### config.mk
export PLATFORM = sky130hd
export DESIGN_NAME = sdrc_core
export DESIGN_NICKNAME = d
export VERILOG_FILES = /design/src/sdrc_pkg.sv /design/src/sdrc_bank_ctl.sv /design/src/sdrc_bs_convert.sv /design/src/sdrc_core.sv /design/src/sdrc_req_gen.sv /design/src/sdrc_xfr_ctl.sv
export SDC_FILE = /design/constraint.sdc
export NUM_CORES = 1
export LEC_CHECK = 0
export BUFFER_PORTS_ARGS = -buffer_cell sky130_fd_sc_hd__buf_2
export CORE_MARGIN = 4
export CORE_UTILIZATION = 56
export CTS_BUF_LIST = sky130_fd_sc_hd__clkbuf_4
export CTS_CLUSTER_DIAMETER = 40
export DETAILED_ROUTE_END_ITERATION = 16
export PLACE_DENSITY = 0.91
export SYNTH_ARGS = -nofsm -noshare
export SYNTH_HDL_FRONTEND = slang
export SYNTH_SLANG_ARGS = --single-unit
export TNS_END_PERCENT = 5
### constraint.sdc
create_clock -name clk -period 3.6 [get_ports clk]
set_input_delay 0.18 -clock clk [delete_from_list [all_inputs] [get_ports clk]]
set_output_delay 0.18 -clock clk [all_outputs]
set_load 0.01 [all_outputs]
### src/sdrc_pkg.sv
package sdrc_pkg;

   // ------------------------------
   // Vector types
   // ------------------------------
   typedef logic [20:0] app_addr_t;   // {bank, row, column word}
   typedef logic [31:0] app_data_t;
   typedef logic [3:0]  app_be_t;     // Active high
   typedef logic [15:0] sdr_data_t;
   typedef logic [1:0]  sdr_mask_t;   // High masks the byte
   typedef logic [11:0] sdr_addr_t;
   typedef logic [1:0]  bank_t;
   typedef logic [11:0] row_t;
   typedef logic [7:0]  col_t;        // Column word plus a 0
   typedef logic [3:0]  sdr_cmd_t;    // {cs_n, ras_n, cas_n, we_n}

   // ------------------------------
   // SDRAM commands
   // ------------------------------
   localparam sdr_cmd_t CMD_NOP   = 4'b0111;
   localparam sdr_cmd_t CMD_ACT   = 4'b0011;
   localparam sdr_cmd_t CMD_READ  = 4'b0101;
   localparam sdr_cmd_t CMD_WRITE = 4'b0100;
   localparam sdr_cmd_t CMD_PRE   = 4'b0010;
   localparam sdr_cmd_t CMD_REF   = 4'b0001;
   localparam sdr_cmd_t CMD_MRS   = 4'b0000;
   localparam sdr_cmd_t CMD_DESEL = 4'b1111;  // cs_n high, rest don't care

   localparam int AP_BIT = 10;                 // Auto precharge, or precharge all
   localparam logic [3:0] BURST_CODE = 4'b0001; // Sequential, length 2

   // Application handshake states
   typedef enum logic [1:0] {
      REQ_IDLE, REQ_BUSY, REQ_ACK, REQ_RELEASE
   } req_state_t;

   // Command sequencer states
   typedef enum logic [3:0] {
      XFR_INIT_WAIT, XFR_INIT_PRE, XFR_INIT_REF, XFR_INIT_MRS,
      XFR_IDLE, XFR_REFRESH, XFR_RW, XFR_DATA, XFR_RECOVER
   } xfr_state_t;

endpackage

### src/sdrc_bank_ctl.sv
`timescale 1ns/100ps

module sdrc_bank_ctl import sdrc_pkg::*; #(
   parameter int TRCD = 2
) (
   input  logic      clk,
   input  logic      rst,
   input  logic      r2b_req,
   input  bank_t     r2b_ba,
   input  row_t      r2b_row,
   input  col_t      r2b_col,
   input  logic      r2b_write,
   input  logic      x2b_ack,
   output logic      b2r_ack,
   output logic      b2x_req,
   output sdr_cmd_t  b2x_cmd,
   output bank_t     b2x_ba,
   output sdr_addr_t b2x_addr
);

   localparam int CNT_W = $clog2(TRCD + 1);

   logic             act_wait;  // ACT on the pins, tRCD running
   logic [CNT_W-1:0] trcd_cnt;
   logic             start;     // Open the bank for a new request
   logic             rw_go;     // tRCD over, offer the column command
   sdr_addr_t        rw_addr;

   assign start   = r2b_req && !b2x_req && !act_wait;
   assign rw_go   = act_wait && (trcd_cnt == '0);
   assign b2r_ack = x2b_ack && (b2x_cmd != CMD_ACT);  // READ/WRITE accepted

   // Column with auto precharge, closed page
   always_comb begin
      rw_addr         = '0;
      rw_addr[7:0]    = r2b_col;
      rw_addr[AP_BIT] = 1'b1;
   end

   always_ff @(posedge clk) begin
      if (rst) begin
         b2x_req  <= 1'b0;
         act_wait <= 1'b0;
         trcd_cnt <= '0;
      end else if (start) begin
         b2x_req <= 1'b1;
      end else if (x2b_ack) begin
         b2x_req  <= 1'b0;
         act_wait <= (b2x_cmd == CMD_ACT);
         trcd_cnt <= CNT_W'(TRCD - 1);
      end else if (rw_go) begin
         act_wait <= 1'b0;
         b2x_req  <= 1'b1;
      end else if (act_wait) begin
         trcd_cnt <= trcd_cnt - 1'b1;
      end
   end

   // Command payload towards the sequencer
   always_ff @(posedge clk) begin
      if (start) begin
         b2x_cmd  <= CMD_ACT;
         b2x_ba   <= r2b_ba;
         b2x_addr <= r2b_row;
      end else if (rw_go) begin
         b2x_cmd  <= r2b_write ? CMD_WRITE : CMD_READ;
         b2x_addr <= rw_addr;     // Bank stays from ACT
      end
   end

endmodule

### src/sdrc_bs_convert.sv
`timescale 1ns/100ps

module sdrc_bs_convert import sdrc_pkg::*; (
   input  logic      clk,
   input  logic      rst,
   input  app_data_t app_wr_data,
   input  app_be_t   app_be,
   input  sdr_data_t sdr_din,
   input  logic      x2c_wr_hi,
   input  logic      x2c_rd_lo,
   input  logic      x2c_rd_hi,
   output sdr_data_t sdr_dout,
   output sdr_mask_t sdr_dqm,
   output app_data_t app_rd_data
);

   sdr_data_t din_q;   // Input capture stage

   // Write split, low half first
   assign sdr_dout = x2c_wr_hi ? app_wr_data[31:16] : app_wr_data[15:0];
   assign sdr_dqm  = x2c_wr_hi ? ~app_be[3:2] : ~app_be[1:0];  // Mask is inverted enable

   always_ff @(posedge clk) begin
      din_q <= sdr_din;
   end

   // Read word packing
   always_ff @(posedge clk) begin
      if (rst) begin
         app_rd_data <= '0;
      end else begin
         if (x2c_rd_lo) begin
            app_rd_data[15:0] <= din_q;
         end
         if (x2c_rd_hi) begin
            app_rd_data[31:16] <= din_q;   // Held until the next read
         end
      end
   end

endmodule

### src/sdrc_core.sv
`timescale 1ns/100ps

module sdrc_core import sdrc_pkg::*; #(
   parameter int CAS_LAT       = 2,
   parameter int TRCD          = 2,
   parameter int TRP           = 2,
   parameter int TRFC          = 6,
   parameter int TWR           = 2,
   parameter int RFSH_INTERVAL = 1560,   // 15.6 us at 100 MHz
   parameter int INIT_WAIT     = 20000   // 200 us power-up wait
) (
   input  logic      clk,
   input  logic      rst,
   // Application port, four-phase
   input  logic      app_req,
   input  app_addr_t app_addr,
   input  logic      app_wr_n,
   input  app_data_t app_wr_data,
   input  app_be_t   app_be,
   output logic      app_req_ack,
   output app_data_t app_rd_data,
   output logic      sdr_init_done,
   // SDRAM pins
   output logic      sdr_cs_n,
   output logic      sdr_ras_n,
   output logic      sdr_cas_n,
   output logic      sdr_we_n,
   output logic      sdr_cke,
   output bank_t     sdr_ba,
   output sdr_addr_t sdr_addr,
   output sdr_mask_t sdr_dqm,
   input  sdr_data_t sdr_din,
   output sdr_data_t sdr_dout,
   output logic      sdr_den
);

   // ------------------------------
   // Internal links
   // ------------------------------
   logic      r2b_req, r2b_write, b2r_ack;
   bank_t     r2b_ba, b2x_ba;
   row_t      r2b_row;
   col_t      r2b_col;
   logic      b2x_req, x2b_ack, x2r_done;
   sdr_cmd_t  b2x_cmd;
   sdr_addr_t b2x_addr;
   logic      x2c_wr_hi, x2c_rd_lo, x2c_rd_hi;

   sdrc_req_gen i_req_gen (
      .clk, .rst, .app_req, .app_addr, .app_wr_n, .sdr_init_done,
      .b2r_ack, .x2r_done, .app_req_ack,
      .r2b_req, .r2b_ba, .r2b_row, .r2b_col, .r2b_write
   );

   sdrc_bank_ctl #(.TRCD(TRCD)) i_bank_ctl (
      .clk, .rst, .r2b_req, .r2b_ba, .r2b_row, .r2b_col, .r2b_write,
      .x2b_ack, .b2r_ack, .b2x_req, .b2x_cmd, .b2x_ba, .b2x_addr
   );

   sdrc_xfr_ctl #(
      .CAS_LAT(CAS_LAT), .TRP(TRP), .TRFC(TRFC), .TWR(TWR),
      .RFSH_INTERVAL(RFSH_INTERVAL), .INIT_WAIT(INIT_WAIT)
   ) i_xfr_ctl (
      .clk, .rst, .b2x_req, .b2x_cmd, .b2x_ba, .b2x_addr,
      .x2b_ack, .x2r_done, .sdr_init_done, .x2c_wr_hi, .x2c_rd_lo, .x2c_rd_hi,
      .sdr_cs_n, .sdr_ras_n, .sdr_cas_n, .sdr_we_n, .sdr_cke,
      .sdr_ba, .sdr_addr, .sdr_den
   );

   sdrc_bs_convert i_bs_convert (
      .clk, .rst, .app_wr_data, .app_be, .sdr_din,
      .x2c_wr_hi, .x2c_rd_lo, .x2c_rd_hi,
      .sdr_dout, .sdr_dqm, .app_rd_data
   );

endmodule

### src/sdrc_req_gen.sv
`timescale 1ns/100ps

module sdrc_req_gen import sdrc_pkg::*; (
   input  logic      clk,
   input  logic      rst,
   input  logic      app_req,
   input  app_addr_t app_addr,
   input  logic      app_wr_n,
   input  logic      sdr_init_done,
   input  logic      b2r_ack,
   input  logic      x2r_done,
   output logic      app_req_ack,
   output logic      r2b_req,
   output bank_t     r2b_ba,
   output row_t      r2b_row,
   output col_t      r2b_col,
   output logic      r2b_write
);

   req_state_t state;
   logic       accept;   // New request taken this cycle

   // Requests wait here until init is over
   assign accept = (state == REQ_IDLE) && app_req && sdr_init_done;

   always_ff @(posedge clk) begin
      if (rst) begin
         state       <= REQ_IDLE;
         app_req_ack <= 1'b0;
         r2b_req     <= 1'b0;
      end else begin
         case (state)
            REQ_IDLE: begin
               if (accept) begin
                  r2b_req <= 1'b1;        // Out one cycle after sampling
                  state   <= REQ_BUSY;
               end
            end
            REQ_BUSY: begin
               if (b2r_ack) begin
                  r2b_req <= 1'b0;        // Command taken by the sequencer
               end
               if (x2r_done) begin
                  app_req_ack <= 1'b1;
                  state       <= REQ_ACK;
               end
            end
            REQ_ACK: begin
               if (!app_req) begin
                  app_req_ack <= 1'b0;    // Fourth phase
                  state       <= REQ_RELEASE;
               end
            end
            default: state <= REQ_IDLE;   // REQ_RELEASE, one dead cycle
         endcase
      end
   end

   // Address split: bank, row, column word
   always_ff @(posedge clk) begin
      if (accept) begin
         r2b_ba    <= app_addr[20:19];
         r2b_row   <= app_addr[18:7];
         r2b_col   <= {app_addr[6:0], 1'b0};  // Even column, BL2
         r2b_write <= ~app_wr_n;
      end
   end

endmodule

### src/sdrc_xfr_ctl.sv
`timescale 1ns/100ps

module sdrc_xfr_ctl import sdrc_pkg::*; #(
   parameter int CAS_LAT       = 2,
   parameter int TRP           = 2,
   parameter int TRFC          = 6,
   parameter int TWR           = 2,
   parameter int RFSH_INTERVAL = 1560,
   parameter int INIT_WAIT     = 20000
) (
   input  logic      clk,
   input  logic      rst,
   input  logic      b2x_req,
   input  sdr_cmd_t  b2x_cmd,
   input  bank_t     b2x_ba,
   input  sdr_addr_t b2x_addr,
   output logic      x2b_ack,
   output logic      x2r_done,
   output logic      sdr_init_done,
   output logic      x2c_wr_hi,
   output logic      x2c_rd_lo,
   output logic      x2c_rd_hi,
   output logic      sdr_cs_n,
   output logic      sdr_ras_n,
   output logic      sdr_cas_n,
   output logic      sdr_we_n,
   output logic      sdr_cke,
   output bank_t     sdr_ba,
   output sdr_addr_t sdr_addr,
   output logic      sdr_den
);

   localparam int DLY_W = $clog2(INIT_WAIT + TRFC + TWR + TRP + CAS_LAT + 3);
   localparam int RF_W  = $clog2(RFSH_INTERVAL);
   localparam sdr_addr_t PRE_ALL  = sdr_addr_t'(1 << AP_BIT);
   localparam sdr_addr_t MODE_REG = {5'b0, 3'(CAS_LAT), BURST_CODE};

   xfr_state_t       state;
   sdr_cmd_t         cmd_q;      // Registered command pins
   logic [DLY_W-1:0] dly;        // Shared wait counter
   logic [RF_W-1:0]  rfsh_cnt;
   logic             rfsh_pend;
   logic             ref_two;    // First init REF done
   logic             wr_q;       // Current access is a write
   logic             b2x_take;
   logic             issue_pre;
   logic             issue_mrs;

   assign {sdr_cs_n, sdr_ras_n, sdr_cas_n, sdr_we_n} = cmd_q;
   assign sdr_cke = 1'b1;         // No power down

   // Refresh beats a new ACT, never an open bank
   assign b2x_take  = b2x_req && !x2b_ack &&
                      ((state == XFR_RW) || (state == XFR_IDLE && !rfsh_pend));
   assign issue_pre = (state == XFR_INIT_WAIT) && (dly == '0);
   assign issue_mrs = (state == XFR_INIT_REF) && (dly == '0) && ref_two;

   always_ff @(posedge clk) begin
      if (rst) begin
         state         <= XFR_INIT_WAIT;
         dly           <= DLY_W'(INIT_WAIT - 1);
         cmd_q         <= CMD_NOP;
         rfsh_cnt      <= '0;
         rfsh_pend     <= 1'b0;
         ref_two       <= 1'b0;
         wr_q          <= 1'b0;
         sdr_init_done <= 1'b0;
         sdr_den       <= 1'b0;
         x2b_ack       <= 1'b0;
         x2r_done      <= 1'b0;
         x2c_wr_hi     <= 1'b0;
         x2c_rd_lo     <= 1'b0;
         x2c_rd_hi     <= 1'b0;
      end else begin
         // Single cycle strobes
         cmd_q     <= CMD_NOP;
         sdr_den   <= 1'b0;
         x2b_ack   <= 1'b0;
         x2r_done  <= 1'b0;
         x2c_wr_hi <= 1'b0;
         x2c_rd_lo <= 1'b0;
         x2c_rd_hi <= 1'b0;

         // ------------------------------
         // Refresh interval timer
         // ------------------------------
         if (!sdr_init_done || rfsh_cnt == RF_W'(RFSH_INTERVAL - 1)) begin
            rfsh_cnt <= '0;
         end else begin
            rfsh_cnt <= rfsh_cnt + 1'b1;
         end
         if (rfsh_cnt == RF_W'(RFSH_INTERVAL - 1)) begin
            rfsh_pend <= 1'b1;
         end

         if (b2x_take) begin
            cmd_q   <= b2x_cmd;   // Ack lines up with the pins
            x2b_ack <= 1'b1;
         end

         case (state)
            XFR_INIT_WAIT: begin
               dly <= dly - 1'b1;
               if (issue_pre) begin
                  cmd_q <= CMD_PRE;
                  dly   <= DLY_W'(TRP - 1);
                  state <= XFR_INIT_PRE;
               end
            end
            XFR_INIT_PRE: begin
               dly <= dly - 1'b1;
               if (dly == '0) begin
                  cmd_q <= CMD_REF;
                  dly   <= DLY_W'(TRFC - 1);
                  state <= XFR_INIT_REF;
               end
            end
            XFR_INIT_REF: begin
               dly <= dly - 1'b1;
               if (issue_mrs) begin
                  cmd_q <= CMD_MRS;
                  dly   <= DLY_W'(1);   // tMRD
                  state <= XFR_INIT_MRS;
               end else if (dly == '0) begin
                  ref_two <= 1'b1;
                  cmd_q   <= CMD_REF;
                  dly     <= DLY_W'(TRFC - 1);
               end
            end
            XFR_INIT_MRS: begin
               dly <= dly - 1'b1;
               if (dly == '0) begin
                  sdr_init_done <= 1'b1;
                  state         <= XFR_IDLE;
               end
            end
            XFR_IDLE: begin
               if (rfsh_pend) begin
                  cmd_q     <= CMD_REF;
                  rfsh_pend <= 1'b0;
                  dly       <= DLY_W'(TRFC - 1);
                  state     <= XFR_REFRESH;
               end else if (b2x_take) begin
                  state <= XFR_RW;        // ACT out, wait for column cmd
               end
            end
            XFR_RW: begin
               if (b2x_take) begin
                  wr_q    <= (b2x_cmd == CMD_WRITE);
                  sdr_den <= (b2x_cmd == CMD_WRITE);  // Low beat with WRITE
                  dly     <= '0;
                  state   <= XFR_DATA;
               end
            end
            XFR_DATA: begin
               dly <= dly + 1'b1;
               if (wr_q) begin
                  sdr_den   <= 1'b1;      // High beat
                  x2c_wr_hi <= 1'b1;
                  x2r_done  <= 1'b1;
                  dly       <= DLY_W'(TWR + TRP - 1);
                  state     <= XFR_RECOVER;
               end else begin
                  // Beats registered once in the converter
                  x2c_rd_lo <= (dly == DLY_W'(CAS_LAT));
                  x2c_rd_hi <= (dly == DLY_W'(CAS_LAT + 1));
                  if (dly == DLY_W'(CAS_LAT + 2)) begin
                     x2r_done <= 1'b1;
                     dly      <= DLY_W'(TRP - 1);
                     state    <= XFR_RECOVER;
                  end
               end
            end
            XFR_REFRESH, XFR_RECOVER: begin
               dly <= dly - 1'b1;
               if (dly == '0) begin
                  state <= XFR_IDLE;
               end
            end
            default: state <= XFR_IDLE;
         endcase
      end
   end

   // Bank and address pins
   always_ff @(posedge clk) begin
      if (b2x_take) begin
         sdr_ba   <= b2x_ba;
         sdr_addr <= b2x_addr;
      end else if (issue_pre) begin
         sdr_addr <= PRE_ALL;
      end else if (issue_mrs) begin
         sdr_ba   <= '0;
         sdr_addr <= MODE_REG;
      end
   end

endmodule

==> run_results.csv <==
group,metric,value,unit
status,outcome,"completed",
cells_and_area,num_antenna_cells,0,
setup_path,path_max_fanout,12,
yosys,synthMuxAreaShare,8.17,%
clock_network,numCtsBuffers,17,
sta,slew_violations,0,
place,dp_cells,923,
route,routed_wl,18.3,mm
die,placeableCoreArea,11600,um2
yosys,syn_nets,752,
sta,tns,0,ps
clock_network,clockRootBuffer,"clkbuf_4",
power,powerDensity,418,nW/um2
sta,setup_viol,0,
cells_and_area,design.final.nets,925,
sta,finClkSkew,25.5,ps
yosys,ys_seq_area_share,52.4,%
global_routing,grt_max_degree,49,
die,die_h,118,um
route,antenna_left,0,
yosys,synthTopCellsByArea,"dfxtp_1 (30%), edfxtp_1 (22%), mux2i_1 (5.3%), nor2_1 (4.8%), mux2_2 (2.8%)",
sta,min_period_over_period,84.0,%
yosys,synthAdderAreaFrac,1.67,%
die,io_pins,149,
setup_path,cp-end-kind,"register",
power,power,3.44,mW
clock_network,cts_sinks,152,
min_path,holdCritStartpoint,"sdr_din[12]",
sta,fin_hold_ws,227,ps
sta,fmax,331,MHz
yosys,synthSimpleGateAreaFrac,19.4,%
yosys,synth_edf_count,50,
yosys,yosysUniqueCellTypes,73,
global_routing,grt_pass1_vias,5903,
die,die_w,118,um
setup_path,worstSetupPathType,"register to register",
setup_path,reg2reg_to,"i_xfr_ctl.sdr_addr[11]",
global_routing,gr-total-overflow,0,
yosys,ys_warn_count,0,
sta,finalHoldViolCount,0,
global_routing,grt_usage,26.4,%
yosys,avgSynthCellArea,10.1,um2
yosys,synth_top_family_by_area,"simple AND/OR/NAND/NOR gates",
min_path,worstHoldPathCells,2,
place,io_buffers,146,
die,dieArea,13900,um2
sta,rsz0062_at_grt,"no",
die,num_rows,39,
yosys,synth_flop_cell,"dfxtp_1",
global_routing,antenna_found_initial,0,
route,vias,5952,
sta,relSlewSlack,31.3,%
yosys,syn_area,6760,um2
clock_network,clock_latency,590,ps
yosys,synth-xor-area-share,2.07,%
yosys,synthDominantCellAreaShare,30.2,%
setup_path,start_kind,"register",
min_path,holdPathEnd,"i_bs_convert.din_q[12]",
place,hpwlAfterDp,11.6,mm
route,vias_per_cell,5.98,
yosys,synth_compound_area_share,12.1,%
cells_and_area,areaGrowthSynthToFinish,21.7,%
clock_network,ctsResizeCount,0,
run,maxCapViolations,0,
clock_network,cts_tree,"yes",
die,start_util,58.2,%
yosys,synth-seq-cells,152,
power,peakVddDrop,338,uV
cells_and_area,num-fill-cells,822,
route,wl_per_cell,18.4,um
yosys,synthCells,666,
clock_network,clockBufferDepth,2,
setup_path,reg2reg_depth,7,
global_routing,grt_pass1_wl,29.4,mm
route,route.detailed.drc,0,
setup_path,setup.worst_path.start,"i_xfr_ctl.dly[0]",
route,first_pass_iters,5,
place,gp_congestion,0.927,
setup_path,critPathRequiredTime,3820,ps
route,drt_iter0_markers,521,
setup_path,r2r_setup_slack,580,ps
setup_path,worstPathArrival,3240,ps
clock_network,clkSlewWorstSetupHoldPaths,140,ps
yosys,ys_async_sr_fraction,0,%
min_path,hold_path.class,"primary input to register",
cells_and_area,layout_common_cells,"buf_2 (146), dfxtp_1 (102), nor2_1 (87), edfxtp_1 (50), nand2_1 (49)",
clock_network,htreeDepth,4,
cells_and_area,drive_gt1_share,25.8,%
power,power.leakage,3.31,nW
sta,layout_min_cycle_time,3020,ps
yosys,synth_largest_area_cell,"dfxtp_1",
cells_and_area,final_common_cell,"buf_2",
sta,max_slew.worst_pin.slew,1030,ps
setup_path,r2r-start,"i_xfr_ctl.dly[0]",
cells_and_area,layout.cells.non_filler,995,
==> layout make-up <==
type,count,area [um2],area share [%]
Sequential cell,152,3540,43.1
Timing Repair Buffer,194,1190,14.5
Tap cell,143,179,2.18
Multi-Input combinational cell,450,2940,35.8
Clock inverter,11,121,1.48
Inverter,24,90.1,1.10
Clock buffer,21,158,1.92
==> critical path, cell delays in order (launching register included) <==
cell	delay, ps
dfxtp_1	430
inv_1	160
ha_1	290
or3b_2	570
nor4_4	340
and2_1	250
a31o_2	210
or2_1	420
==> Yosys cell counts, types with 10 or more instances <==
master    number
inv_1         24
nor4_1        11
nor3_1        10
nand3_1       23
nor2_1        87
o21ai_0       15
xor2_1        12
clkbuf_1      27
a21oi_1       26
edfxtp_1      50
and3_1        11
nand2_1       49
and2_1        21
mux2i_1       36
dfxtp_1      102
mux2_2        17
==> routing by layer <==
layer | track usage [%] | vias to the layer above | share of wire [%]
met5 | 0 | - | 0
met4 | 10.6 | 0 | 2.6
met3 | 8.70 | 52 | 11
met2 | 45.5 | 424 | 49
met1 | 30.3 | 2735 | 37
li1 | - | 2741 | -
==> worst max-delay path by stage <==
| stage | end | cells past startpoint |
|---|---|---|
| 2_1_floorplan | i_xfr_ctl.sdr_addr[0] | 9 |
| 3_3_place_gp | i_xfr_ctl.sdr_addr[9] | 7 |
| 3_5_place_dp | i_xfr_ctl.sdr_addr[11] | 7 |
| 4_1_cts | i_xfr_ctl.sdr_addr[11] | 7 |
| 5_1_grt | i_xfr_ctl.sdr_addr[11] | 7 |
| 6_report | i_xfr_ctl.sdr_addr[11] | 7 |
==> per-stage QoR <==
| step | cell area [um2] | util, % | setup slack (ps) |
|---|---|---|---|
| finish | 8230 | 70.8 | 578 |
| global route | 8230 | 70.8 | 433 |
| CTS | 8230 | 70.8 | 598 |
| detailed placement | 7550 | 65.0 | 625 |
| global placement | 7550 | 65.0 | 788 |
| floorplan | 6760 | - | 748 |
==> power by group <==
group          internal (mW)  switching [mW]  total (mW)
Clock                  0.447           0.628        1.07
Sequential              1.81          0.0682        1.87
Combinational          0.221           0.268       0.489
==> registers in the layout, indices dropped and copies added, names as in the netlist, 3 cells and up <==
signal / cells
i_xfr_ctl.sdr_addr: 12
i_req_gen.r2b_row: 12
i_xfr_ctl.rfsh_cnt: 11
i_bs_convert.app_rd_data: 32
i_xfr_ctl.cmd_q: 3
i_bank_ctl.b2x_cmd: 3
i_xfr_ctl.state: 4
i_bs_convert.din_q: 16
i_xfr_ctl.dly: 15
i_bank_ctl.b2x_addr: 12
i_req_gen.r2b_col: 7
==> logic make-up after synthesis <==
family	after synthesis
AOI/OAI and AO/OA	112
xor gates and xnor gates	16
adders and majority gates	9
buffers and inverters	64
DFF	152
muxes	53
other	2
and+or+nand+nor	258
==> what timing repair did <==
item                                    CTS  global route
hold buffers                             40             0
endpoints found under the setup margin    0             0
buffers inserted                          0             0
endpoints found under the hold margin    42             0
Power figures use the tool's default switching activity.
